[config.mk]
export PLATFORM = sky130hd
export DESIGN_NAME = apb_subsys_top
export DESIGN_NICKNAME = d
export VERILOG_FILES = /design/src/apb_fsm_pkg.sv /design/src/apb_types_pkg.sv /design/src/apb_bus_if.sv /design/src/apb_arbiter.sv /design/src/apb_bus_monitor.sv /design/src/apb_reg_slave.sv /design/src/apb_requester.sv /design/src/apb_subsys_top.sv
export VERILOG_INCLUDE_DIRS = /design/src /design/src/src
export SDC_FILE = /design/constraint.sdc
export NUM_CORES = 1
export LEC_CHECK = 0
export ABC_AREA = 1
export ABC_CLOCK_PERIOD_IN_PS = 8200
export BUFFER_PORTS_ARGS = -buffer_cell sky130_fd_sc_hd__clkbuf_2
export CELL_PAD_IN_SITES_DETAIL_PLACEMENT = 1
export CELL_PAD_IN_SITES_GLOBAL_PLACEMENT = 1
export CORE_MARGIN = 8
export CORE_UTILIZATION = 52
export DETAILED_ROUTE_END_ITERATION = 10
export GPL_TIMING_DRIVEN = 0
export MAX_ROUTING_LAYER = met4
export PLACE_DENSITY = 0.86
export SLEW_MARGIN = 5
export SYNTH_ARGS = -nofsm -noshare
export SYNTH_HDL_FRONTEND = slang
export SYNTH_SLANG_ARGS = --single-unit
[constraint.sdc]
create_clock -name PCLK -period 8.2 [get_ports PCLK]
set_clock_uncertainty 0.15 [all_clocks]
set_input_delay 1.23 -clock PCLK [delete_from_list [all_inputs] [get_ports PCLK]]
set_output_delay 1.23 -clock PCLK [all_outputs]
set_load 0.02 [all_outputs]
[src/apb_macros.svh]
// APB subsystem parameters
`ifndef APB_MACROS_SVH
`define APB_MACROS_SVH

//////////////////////////////
// Bus widths
//////////////////////////////

// Byte address width
`define APB_ADDR_W 8
// Data word width
`define APB_DATA_W 32

//////////////////////////////
// Slave and protocol limits
//////////////////////////////

// Registers in the slave, word addresses 0x00 to 0x1C
`define APB_REG_COUNT 8
// Stall cycles that must never be reached
`define APB_MAX_STALL 4

`endif

[src/apb_fsm_pkg.sv]
// APB state machine encodings
package apb_fsm_pkg;

	// Requester transfer phase
	typedef enum logic [1:0]
	{
		req_idle,
		req_wait_grant,
		req_setup,
		req_access
	} req_state_t;

	// Slave response sequencing
	typedef enum logic [1:0]
	{
		slv_idle,
		slv_stall,
		slv_respond
	} slv_state_t;

endpackage

[src/apb_types_pkg.sv]
// APB data types
`include "apb_macros.svh"

package apb_types_pkg;

	//////////////////////////////
	// Bus payload
	//////////////////////////////

	// Byte address on the bus
	typedef logic [`APB_ADDR_W-1:0] addr_t;

	// Read and write data word
	typedef logic [`APB_DATA_W-1:0] data_t;

	//////////////////////////////
	// Slave and monitor
	//////////////////////////////

	// Register number, taken from word address bits
	typedef logic [$clog2(`APB_REG_COUNT)-1:0] reg_idx_t;

	// Stall counter, wide enough to hold the limit itself
	typedef logic [$clog2(`APB_MAX_STALL+1)-1:0] stall_cnt_t;

endpackage
[src/apb_bus_if.sv]
// Shared APB bus
`timescale 1ns/1ps

interface apb_bus_if;

	// Master side, driven by the arbiter
	logic psel;
	logic penable;
	apb_types_pkg::addr_t paddr;
	logic pwrite;
	apb_types_pkg::data_t pwdata;

	// Slave side response
	logic pready;
	apb_types_pkg::data_t prdata;
	logic pslverr;

	// Arbiter drives the command
	modport arbiter (
		output psel, penable, paddr, pwrite, pwdata,
		input pready, prdata, pslverr
	);

	// Register file answers
	modport slave (
		input psel, penable, paddr, pwrite, pwdata,
		output pready, prdata, pslverr
	);

	// Passive observer
	modport monitor (
		input psel, penable, paddr, pwrite, pwdata, pready, prdata, pslverr
	);

endinterface

[src/apb_arbiter.sv]
// APB round-robin arbiter
`timescale 1ns/1ps

module apb_arbiter (
	input logic PCLK,
	input logic rst,
	input logic bus_req0,
	input logic bus_req1,
	input apb_types_pkg::addr_t r_addr0,
	input apb_types_pkg::addr_t r_addr1,
	input logic r_write0,
	input logic r_write1,
	input apb_types_pkg::data_t r_wdata0,
	input apb_types_pkg::data_t r_wdata1,
	output logic grant0,
	output logic grant1,
	apb_bus_if.arbiter bus
);

	// One-hot owner, zero while the bus is free
	logic [1:0] own;
	// Access phase flag
	logic access_q;
	// Set when requester 1 won last
	logic last_win;
	logic [1:0] pick;

	//////////////////////////////
	// Owner selection
	//////////////////////////////

	// On a tie the requester that lost last time goes first
	always_comb
	begin
		if (bus_req0 && bus_req1)
			pick = last_win ? 2'b01 : 2'b10;
		else
			pick = {bus_req1, bus_req0};
	end

	always_ff @(posedge PCLK)
	begin
		if (rst)
		begin
			own <= 2'b00;
			access_q <= 1'b0;
			last_win <= 1'b1;
		end
		else if (own == 2'b00)
		begin
			// Free cycle, new owner enters setup next
			own <= pick;
			if (pick != 2'b00)
				last_win <= pick[1];
		end
		else if (!access_q)
			access_q <= 1'b1;
		else if (bus.pready)
		begin
			// Released after the completing access
			own <= 2'b00;
			access_q <= 1'b0;
		end
	end

	//////////////////////////////
	// Bus drive
	//////////////////////////////

	assign grant0 = own[0];
	assign grant1 = own[1];

	assign bus.psel = own[0] | own[1];
	assign bus.penable = access_q;

	// Owner's command, held by the requester under back-pressure
	assign bus.paddr = own[1] ? r_addr1 : r_addr0;
	assign bus.pwrite = own[1] ? r_write1 : r_write0;
	assign bus.pwdata = own[1] ? r_wdata1 : r_wdata0;

endmodule

[src/apb_bus_monitor.sv]
// APB protocol monitor
`timescale 1ns/1ps
`include "apb_macros.svh"

module apb_bus_monitor (
	input logic PCLK,
	input logic rst,
	apb_bus_if.monitor bus,
	output logic proto_err
);

	// Past-cycle copies of the bus
	logic after_rst;
	logic psel_q;
	logic penable_q;
	logic pready_q;
	apb_types_pkg::addr_t paddr_q;
	logic pwrite_q;
	apb_types_pkg::data_t pwdata_q;
	apb_types_pkg::stall_cnt_t stall_cnt;
	logic held;
	logic viol;

	// Setup cycle or stalled access last cycle
	assign held = psel_q && (!penable_q || !pready_q);

	//////////////////////////////
	// Rule checks
	//////////////////////////////

	always_comb
	begin
		viol = 1'b0;
		// PSEL low right after reset
		if (after_rst && bus.psel)
			viol = 1'b1;
		// Fresh select must start with setup
		if (bus.psel && !psel_q && bus.penable)
			viol = 1'b1;
		// Setup or stall must continue into access
		if (held && !(bus.psel && bus.penable))
			viol = 1'b1;
		// Command stable while held
		if (held && (bus.paddr != paddr_q || bus.pwrite != pwrite_q))
			viol = 1'b1;
		if (held && bus.pwrite && bus.pwdata != pwdata_q)
			viol = 1'b1;
		// Stall limit
		if (stall_cnt == apb_types_pkg::stall_cnt_t'(`APB_MAX_STALL))
			viol = 1'b1;
		// Error only with a ready access
		if (bus.pslverr && !(bus.psel && bus.penable && bus.pready))
			viol = 1'b1;
	end

	//////////////////////////////
	// History and sticky flag
	//////////////////////////////

	always_ff @(posedge PCLK)
	begin
		if (rst)
		begin
			after_rst <= 1'b1;
			psel_q <= 1'b0;
			penable_q <= 1'b0;
			pready_q <= 1'b0;
			stall_cnt <= '0;
			proto_err <= 1'b0;
		end
		else
		begin
			after_rst <= 1'b0;
			psel_q <= bus.psel;
			penable_q <= bus.penable;
			pready_q <= bus.pready;
			// Counts stalled access cycles, saturates at the limit
			if (!bus.psel || !bus.penable)
				stall_cnt <= '0;
			else if (!bus.pready && stall_cnt != apb_types_pkg::stall_cnt_t'(`APB_MAX_STALL))
				stall_cnt <= stall_cnt + 1'b1;
			proto_err <= proto_err | viol;
		end
	end

	always_ff @(posedge PCLK)
	begin
		paddr_q <= bus.paddr;
		pwrite_q <= bus.pwrite;
		pwdata_q <= bus.pwdata;
	end

endmodule

[src/apb_reg_slave.sv]
// APB register file slave
`timescale 1ns/1ps
`include "apb_macros.svh"

module apb_reg_slave (
	input logic PCLK,
	input logic rst,
	apb_bus_if.slave bus
);

	apb_types_pkg::data_t regs [`APB_REG_COUNT];
	apb_fsm_pkg::slv_state_t state;
	apb_types_pkg::stall_cnt_t cnt;
	apb_types_pkg::stall_cnt_t waits;
	apb_types_pkg::reg_idx_t idx;
	logic legal;

	//////////////////////////////
	// Address decode
	//////////////////////////////

	// Wait states from word address bits 3 to 2
	assign waits = apb_types_pkg::stall_cnt_t'(bus.paddr[3:2]);
	assign idx = bus.paddr[2 +: $bits(apb_types_pkg::reg_idx_t)];
	// Anything past the last word is an error
	assign legal = bus.paddr < apb_types_pkg::addr_t'(`APB_REG_COUNT * 4);

	//////////////////////////////
	// Wait-state sequencing
	//////////////////////////////

	always_ff @(posedge PCLK)
	begin
		if (rst)
		begin
			state <= apb_fsm_pkg::slv_idle;
			cnt <= '0;
		end
		else
		begin
			case (state)
				apb_fsm_pkg::slv_idle:
					// Setup cycle loads the stall count
					if (bus.psel && !bus.penable)
					begin
						cnt <= waits;
						if (waits == '0)
							state <= apb_fsm_pkg::slv_respond;
						else
							state <= apb_fsm_pkg::slv_stall;
					end
				apb_fsm_pkg::slv_stall:
				begin
					cnt <= cnt - 1'b1;
					if (cnt == apb_types_pkg::stall_cnt_t'(1))
						state <= apb_fsm_pkg::slv_respond;
				end
				default:
					state <= apb_fsm_pkg::slv_idle;
			endcase
		end
	end

	//////////////////////////////
	// Register file
	//////////////////////////////

	// Write lands in the ready access cycle
	always_ff @(posedge PCLK)
	begin
		if (rst)
		begin
			for (int i = 0; i < `APB_REG_COUNT; i++)
				regs[i] <= '0;
		end
		else if (bus.pready && bus.psel && bus.penable && bus.pwrite && legal)
			regs[idx] <= bus.pwdata;
	end

	assign bus.pready = (state == apb_fsm_pkg::slv_respond);
	// Read data zero on writes and on errors
	assign bus.prdata = (bus.pready && legal && !bus.pwrite) ? regs[idx] : '0;
	assign bus.pslverr = bus.pready && !legal;

endmodule

[src/apb_requester.sv]
// APB requester port
`timescale 1ns/1ps

module apb_requester (
	input logic PCLK,
	input logic rst,
	input logic req,
	input apb_types_pkg::addr_t addr,
	input logic write,
	input apb_types_pkg::data_t wdata,
	input logic grant,
	input logic pready,
	input apb_types_pkg::data_t prdata,
	input logic pslverr,
	output logic busy,
	output logic done,
	output apb_types_pkg::data_t rdata,
	output logic slverr,
	output logic bus_req,
	output apb_types_pkg::addr_t r_addr,
	output logic r_write,
	output apb_types_pkg::data_t r_wdata
);

	apb_fsm_pkg::req_state_t state;
	apb_fsm_pkg::req_state_t phase;
	apb_fsm_pkg::req_state_t state_nxt;
	logic accept;
	logic finish;

	//////////////////////////////
	// Phase decode
	//////////////////////////////

	// Grant seen while waiting is the setup cycle itself
	always_comb
	begin
		phase = state;
		if (state == apb_fsm_pkg::req_wait_grant && grant)
			phase = apb_fsm_pkg::req_setup;
	end

	// New command only when fully idle, done cycle included
	assign accept = req && !busy;
	// Completing access cycle
	assign finish = (phase == apb_fsm_pkg::req_access) && grant && pready;

	always_comb
	begin
		state_nxt = state;
		case (phase)
			apb_fsm_pkg::req_idle:
				if (accept)
					state_nxt = apb_fsm_pkg::req_wait_grant;
			apb_fsm_pkg::req_setup:
				state_nxt = apb_fsm_pkg::req_access;
			apb_fsm_pkg::req_access:
				if (finish)
					state_nxt = apb_fsm_pkg::req_idle;
			default:
				state_nxt = state;
		endcase
	end

	//////////////////////////////
	// State and handshake
	//////////////////////////////

	always_ff @(posedge PCLK)
	begin
		if (rst)
		begin
			state <= apb_fsm_pkg::req_idle;
			done <= 1'b0;
		end
		else
		begin
			state <= state_nxt;
			// Done one cycle after the ready access
			done <= finish;
		end
	end

	// Command latched on accept, stable through setup and access
	always_ff @(posedge PCLK)
	begin
		if (accept)
		begin
			r_addr <= addr;
			r_write <= write;
			r_wdata <= wdata;
		end
	end

	// Response captured in the completing cycle
	always_ff @(posedge PCLK)
	begin
		if (finish)
		begin
			rdata <= prdata;
			slverr <= pslverr;
		end
	end

	// Busy through the done cycle, drops with it
	assign busy = (state != apb_fsm_pkg::req_idle) || done;
	assign bus_req = (state == apb_fsm_pkg::req_wait_grant);

endmodule

[src/apb_subsys_top.sv]
// APB two-port subsystem
`timescale 1ns/1ps

module apb_subsys_top (
	input logic PCLK,
	input logic rst,
	// Port 0
	input logic req0,
	input apb_types_pkg::addr_t addr0,
	input logic write0,
	input apb_types_pkg::data_t wdata0,
	output logic busy0,
	output logic done0,
	output apb_types_pkg::data_t rdata0,
	output logic slverr0,
	// Port 1
	input logic req1,
	input apb_types_pkg::addr_t addr1,
	input logic write1,
	input apb_types_pkg::data_t wdata1,
	output logic busy1,
	output logic done1,
	output apb_types_pkg::data_t rdata1,
	output logic slverr1,
	// Sticky protocol error
	output logic proto_err
);

	logic bus_req0;
	logic bus_req1;
	logic grant0;
	logic grant1;
	apb_types_pkg::addr_t r_addr0;
	apb_types_pkg::addr_t r_addr1;
	logic r_write0;
	logic r_write1;
	apb_types_pkg::data_t r_wdata0;
	apb_types_pkg::data_t r_wdata1;

	apb_bus_if apb_bus ();

	//////////////////////////////
	// Requesters
	//////////////////////////////

	apb_requester i_req0 (
		.PCLK(PCLK), .rst(rst), .req(req0), .addr(addr0), .write(write0),
		.wdata(wdata0), .grant(grant0), .pready(apb_bus.pready),
		.prdata(apb_bus.prdata), .pslverr(apb_bus.pslverr), .busy(busy0),
		.done(done0), .rdata(rdata0), .slverr(slverr0), .bus_req(bus_req0),
		.r_addr(r_addr0), .r_write(r_write0), .r_wdata(r_wdata0)
	);

	apb_requester i_req1 (
		.PCLK(PCLK), .rst(rst), .req(req1), .addr(addr1), .write(write1),
		.wdata(wdata1), .grant(grant1), .pready(apb_bus.pready),
		.prdata(apb_bus.prdata), .pslverr(apb_bus.pslverr), .busy(busy1),
		.done(done1), .rdata(rdata1), .slverr(slverr1), .bus_req(bus_req1),
		.r_addr(r_addr1), .r_write(r_write1), .r_wdata(r_wdata1)
	);

	//////////////////////////////
	// Shared bus
	//////////////////////////////

	apb_arbiter i_arbiter (
		.PCLK(PCLK), .rst(rst), .bus_req0(bus_req0), .bus_req1(bus_req1),
		.r_addr0(r_addr0), .r_addr1(r_addr1), .r_write0(r_write0),
		.r_write1(r_write1), .r_wdata0(r_wdata0), .r_wdata1(r_wdata1),
		.grant0(grant0), .grant1(grant1), .bus(apb_bus.arbiter)
	);

	apb_reg_slave i_slave (.PCLK(PCLK), .rst(rst), .bus(apb_bus.slave));

	apb_bus_monitor i_monitor (
		.PCLK(PCLK), .rst(rst), .bus(apb_bus.monitor), .proto_err(proto_err)
	);

endmodule

# After elaboration in Yosys (flattened, before gate mapping)
# Memories as Yosys holds them, arrays and structs flattened.
# Index checks and enable logic that the tools add are counted.
# word_totals
regBits,212
latch_bits,0
ramBits,256
mem_bits_ro,0
output_inout_bits,71
memories,1
# mem_list
memory,depth,width,rd,rd_ports_with_merged_regs,wr,line,rtl
i_slave.regs,8,32,1,0,8,apb_reg_slave.sv:11,apb_types_pkg::data_t regs [`APB_REG_COUNT];
# op_classes
add_sub_neg,2
multipliers,0
n_div,0
n_lt_le_gt_ge,1
eq_ne,20
shifts,0
n_mux,40
bitwise_logic,2
n_reduce_logical,67
# ops
cell,count
$mux 32,3
$ne 32x32->1,1
$reduce_or 32->1,1
$logic_and 1x1->1,29
$mux 2,14
$mux 1,16
$logic_not 1->1,12
$ne 2x1->1 const B,6
$pmux 2 s3,2
$reduce_bool 2->1,6
$eq 2x2->1 const B,5
$logic_not 2->1,4
$lt 8x6->1 const B,1
$mux 8,1
$ne 8x8->1,1
$reduce_and 2->1,4
$eq 2x1->1 const B,3
$mux 3,2
$pmux 3 s2,1
$reduce_and 3->1,2
$reduce_bool 3->1,2
$logic_or 1x1->1,5
$pmux 2 s2,1
$add 3x1->3 const B,1
other kinds (8),9

# Depth between registers and ports, before layout
# depth
depth_word,10
ltp_mapped,16
ltp_nobuf,14

# Hierarchy
# From an unflattened synthesis, not the netlist that was laid out.
# unflattened
hier_cells,1720
hier_area_um2,19570.0
# modules_own_cells
module,n_inst,cells_per_inst,area_per_inst_um2,seq_area_each_um2
apb_reg_slave,1,1258,12240.5,7787.5
apb_requester,2,94,2359.8,2282.2
apb_bus_monitor,1,206,1780.5,980.9
apb_arbiter,1,68,829.5,80.1

# Worst setup path after synthesis
# No wires, ideal clock.
# synth_timing
path_kind,register to register
from,reg i_arbiter.own[1]
to,"reg i_req1.rdata[0], enable pin"
setup_time_ps,516
t_arrival_ps,4201
path_slack_ps,3334
stages_incl_launch_ff,5
path_buffers,2
period_less_slack_ps,4866
cell_sequence,dfxtp_1 -> inv_2 -> buf_2 -> buf_2 -> nor4_1
# synth_via
elab_chain_len,5
# synth_lines
element,line,rtl
start: declaration,apb_arbiter.sv:21,logic [1:0] own;
start signal: assignment,apb_arbiter.sv:52,own <= pick;
$logic_and 1x1->1,apb_requester.sv:39,if (state == apb_fsm_pkg::req_wait_grant && grant)
$mux 2,apb_requester.sv:39,
$eq 2x2->1,apb_requester.sv:46,assign finish = (phase == apb_fsm_pkg::req_access) && grant && pready;
$logic_and 1x1->1 * (2 in series),apb_requester.sv:46,
named net i_req1.finish,apb_requester.sv:29,logic finish;
end signal: assignment,apb_requester.sv:100,rdata <= prdata;
end: declaration,apb_requester.sv:17,"output apb_types_pkg::data_t rdata,"
# Mark *: on every way through the listed nets, which the timed path passes. The rest lies on a longest branch.
# A chain may end at the register's enable or synchronous reset.

==> results.md <==
- Max cap viols: 0
- DRT Pass-1 Iters: 6
- Hold Path Cell Cnt: 2
- Fraction of the mapped netlist area in adder cells: 0.002746
- Number of hold buffers added after cts: 0
- Crit path arrival time: approximately 3.6 ns
- GRT Resource Usage Total: 0.2903
- Flops & latches, synth: 468
- CTS buffer count: 47
- Fill count: about 3.6k
- Syn Inst Count: approximately 1.5k
- Port bufs: between 150 and 200
- Final GP Congestion: approximately 0.87
- Worst-Skew Late Latency: around 0.56 ns
- Clk pwr share: 0.373
- Seq/Total Area, Yosys: 0.7359
- Die W: just over 200 um
- Share of cells above drive strength 1: 0.1858
- Status: complete, no violations
- Top FF cell, synth: edfxtp_1
- Iteration-0 DRC Markers: 1406
- RSZ-0062 raised after global routing: no
- Remaining DRCs: 0
- Starting Density: 0.5277
- Minimum clock period: 3.465 ns
- Main combinational cell family by area after synthesis: simple AND/OR/NAND/NOR gates
- CP Data Required Time: around 8.3 ns
- Crit-path max FO: 17
- Fin. max-slew vios: 0
- CTS Buffer Depth: 3
- Max_slew headroom: 0.3295
- CTS root buf: clkbuf_16
- Post-DR wirelength/cell: about 27 um
- Pwr/cell area: 259.3 mW/mm2
- Crit end category: register
- Via count: around 13k
- Final period util: 0.4225
- Slew @ Worst Pin: 1.006 ns
- Peak supply drop: around 0.0002 V
- Pin count of the biggest net entering global routing: 33
- Post-synthesis simple-gate area fraction: 0.1525
- I/O pin cnt: 157
- Area share of xor/xnor cells in the synthesized design: 0.003844
- Clock sink total: ~470
- Average size of a mapped cell: between 10 and 15 um2
- Pre-CTS setup slack: roughly 4.3 ns
- ANT nets after route: 0
- Die Area: 0.04130 mm2
- Reg2reg setup slack: around 4.7 ns
- Sw frac: 0.2673
- Resized cells post-CTS: 0
- Initial antenna violation count: 1
- Startpoint Class: register
- Reg-to-reg endpoint: i_slave.regs[1][3]
- # setup viols final: 0
- Count of cell types in the netlist: 42
- Setup ws final: 4.735 ns
- Async S/R FF share, synth: 0
- Row cnt: 68
- Setup bufs post-CTS: 0
- First-pass GRT wire length: 87.89 mm
- Hold Vio Cnt, Final: 0
- Area of the core: 0.03454 mm2
- Fmax: 288.6 MHz
- Vias in the first global route: 14.71k
- Worst Hold Launch: i_req0.r_addr[0]
- Hold/Removal Path Class: register to register
- Compound-Gate Fraction of Synth Area: 0.06137
- HPWL Detailed: 38.94 mm
- Cell area after synthesis: approximately 0.018 mm2
- R2r startpoint: i_slave.state[0]
- H-tree depth: 2
- Register area: about 0.013 mm2
- Post-synth EDFFs: 404
- Final WL: 59.52 mm
- Multi-input gate area: 0.004066 mm2
- TritonCTS clock tree: done
- FF-to-FF path depth: 9
- Hold Path Sink: i_monitor.paddr_q[0]
- Syn nets: 1594
- Net Sw Power: between 1000 and 1500 uW
- Via density: 6.032
- Leakage: ~0.0085 uW
- Combinational power share: 0.126
- Multiplexer area fraction after synthesis: 0
- Internal: 4060 uW
- Yosys warning count: 0
- Syn-to-layout area delta: 17.20%
- Die height: 203.2 um
- Share of power burned in registers: 0.500
- Clock Pin Slew Worst Setup and Hold Paths: 0.06 ns
- Setup_tns: 0 ns
- Nets: about 1.8k
- Global route overflow: 0
- Crit path kind: register to register
-- synth_stat cells, types with 21 or more instances --
| cell | count | share of area |
|---|---|---|
| buf_2 | 29 | 0.0080 |
| clkbuf_1 | 26 | 0.0054 |
| nor2_1 | 302 | 0.062 |
| nand3_1 | 29 | 0.0080 |
| inv_1 | 122 | 0.025 |
| dfxtp_1 | 64 | 0.070 |
| o21ai_0 | 26 | 0.0071 |
| nand2_1 | 238 | 0.049 |
| nand3b_1 | 21 | 0.0086 |
| nor4_1 | 32 | 0.011 |
| edfxtp_1 | 404 | 0.67 |
| o22ai_1 | 70 | 0.024 |
| or2_2 | 22 | 0.0076 |
-- registers in the layout (all words and copies together), names as in the netlist, 3 cells and up --
signal and count:
i_monitor.paddr_q 8, i_monitor.pwdata_q 32, i_monitor.stall_cnt 3, i_req0.r_addr 8
i_req0.r_wdata 32, i_req0.rdata 32, i_req1.r_addr 8, i_req1.r_wdata 32
i_req1.rdata 32, i_slave.cnt 3, i_slave.regs 256
-- critical path: stages (launching register included) --
cell      delay (ns)
dfxtp_1         0.35
nor2_2          0.29
inv_1           0.23
nor2_1          0.21
nand3_1         0.16
nor2_4          0.26
nand2_1         0.28
clkbuf_1        0.40
nand2_2         0.56
buf_16          0.25
-- stage by stage --
stage,hold slack [ns],instances,power (uW),area [um2],utilization
floorplan,0.2847,1504,3198,18230,-
CTS,0.3361,2220,5524,21360,0.6184
global placement,0.2982,2115,3410,19580,0.5668
detailed placement,0.3263,2135,3478,19920,0.5766
finish,0.3349,2221,5540,21360,0.6184
global route,0.3661,2221,5676,21360,0.6184
-- routing by layer --
| layer | share of wire | up-vias | GRT usage |
|---|---|---|---|
| met1 | 0.35 | 6646 | 0.3277 |
| met4 | 0.047 | 0 | 0.1362 |
| met2 | 0.50 | 863 | 0.4907 |
| met5 | 0 | - | - |
| met3 | 0.095 | 213 | 0.06236 |
| li1 | - | 5675 | - |
-- worst max path at each step --
| stage | startpoint | to | slack [ns] | cells after the start |
|---|---|---|---|---|
| after floorplan | i_arbiter.own[1] | i_req1.rdata[0] | 3.33 | 4 |
| after global placement | i_arbiter.own[1] | i_req1.rdata[3] | 0.46 | 4 |
| after detailed placement | rst | i_slave.regs[1][13] | 4.33 | 8 |
| after CTS | i_arbiter.own[1] | i_slave.regs[1][14] | 4.79 | 10 |
| after global routing | i_slave.state[1] | i_slave.regs[1][13] | 4.65 | 10 |
| final | i_slave.state[0] | i_slave.regs[1][3] | 4.74 | 9 |
-- final cells by class --
cell class / instances / share of cell area
clock buffers: 62 / 0.06015
diodes: 1 / 0.0001171
plain buffers: 66 / 0.01546
clock inverters: 23 / 0.007321
repair buffers: 176 / 0.05031
flip-flops and latches: 468 / 0.6279
inverters: 124 / 0.02179
well taps: 455 / 0.02665
multi-input cells: 846 / 0.1903
-- cell usage in the layout, fill, tap and decap left out, drive strengths merged --
master    count
o221ai       18
nor3          3
bufinv        2
a41oi         1
o211ai        3
nand2       243
a2111oi       1
xor2          3
dfxtp        64
nand3b       21
clkinvlp      1
o22ai        70
ha            4
nor4         32
a22oi         3
nor2        305
a21boi        1
a211oi        4
a311oi        1
edfxtp      404
clkinv       20
nand4         2
o2111ai       1
o21ai        40
nand3        29
clkbuf      245
inv         124
xnor2         5
o21bai       13
a21oi        17
o31ai         2
buf          59
or2          24
diode         1
-- power by group through the flow --
stage | sequential [uW] | clock, uW | combinational, uW
5_1_grt | 2780 | 2150 | 743
2_1_floorplan | 2800 | 0 | 398
3_5_place_dp | 2820 | 0 | 661
6_report | 2770 | 2070 | 699
3_3_place_gp | 2810 | 0 | 600
4_1_cts | 2770 | 2070 | 684
-- cells by family (layout without fill, tap and decap cells) --
family	Yosys count	count (layout)
xor gates and xnor gates	8	8
other	0	1
buffers and inverters	190	451
adders and majority gates	4	4
and+or+nand+nor	659	659
AOI/OAI and AO/OA	175	175
DFF	468	468
No activity file was read; power rests on OpenSTA's default activity.
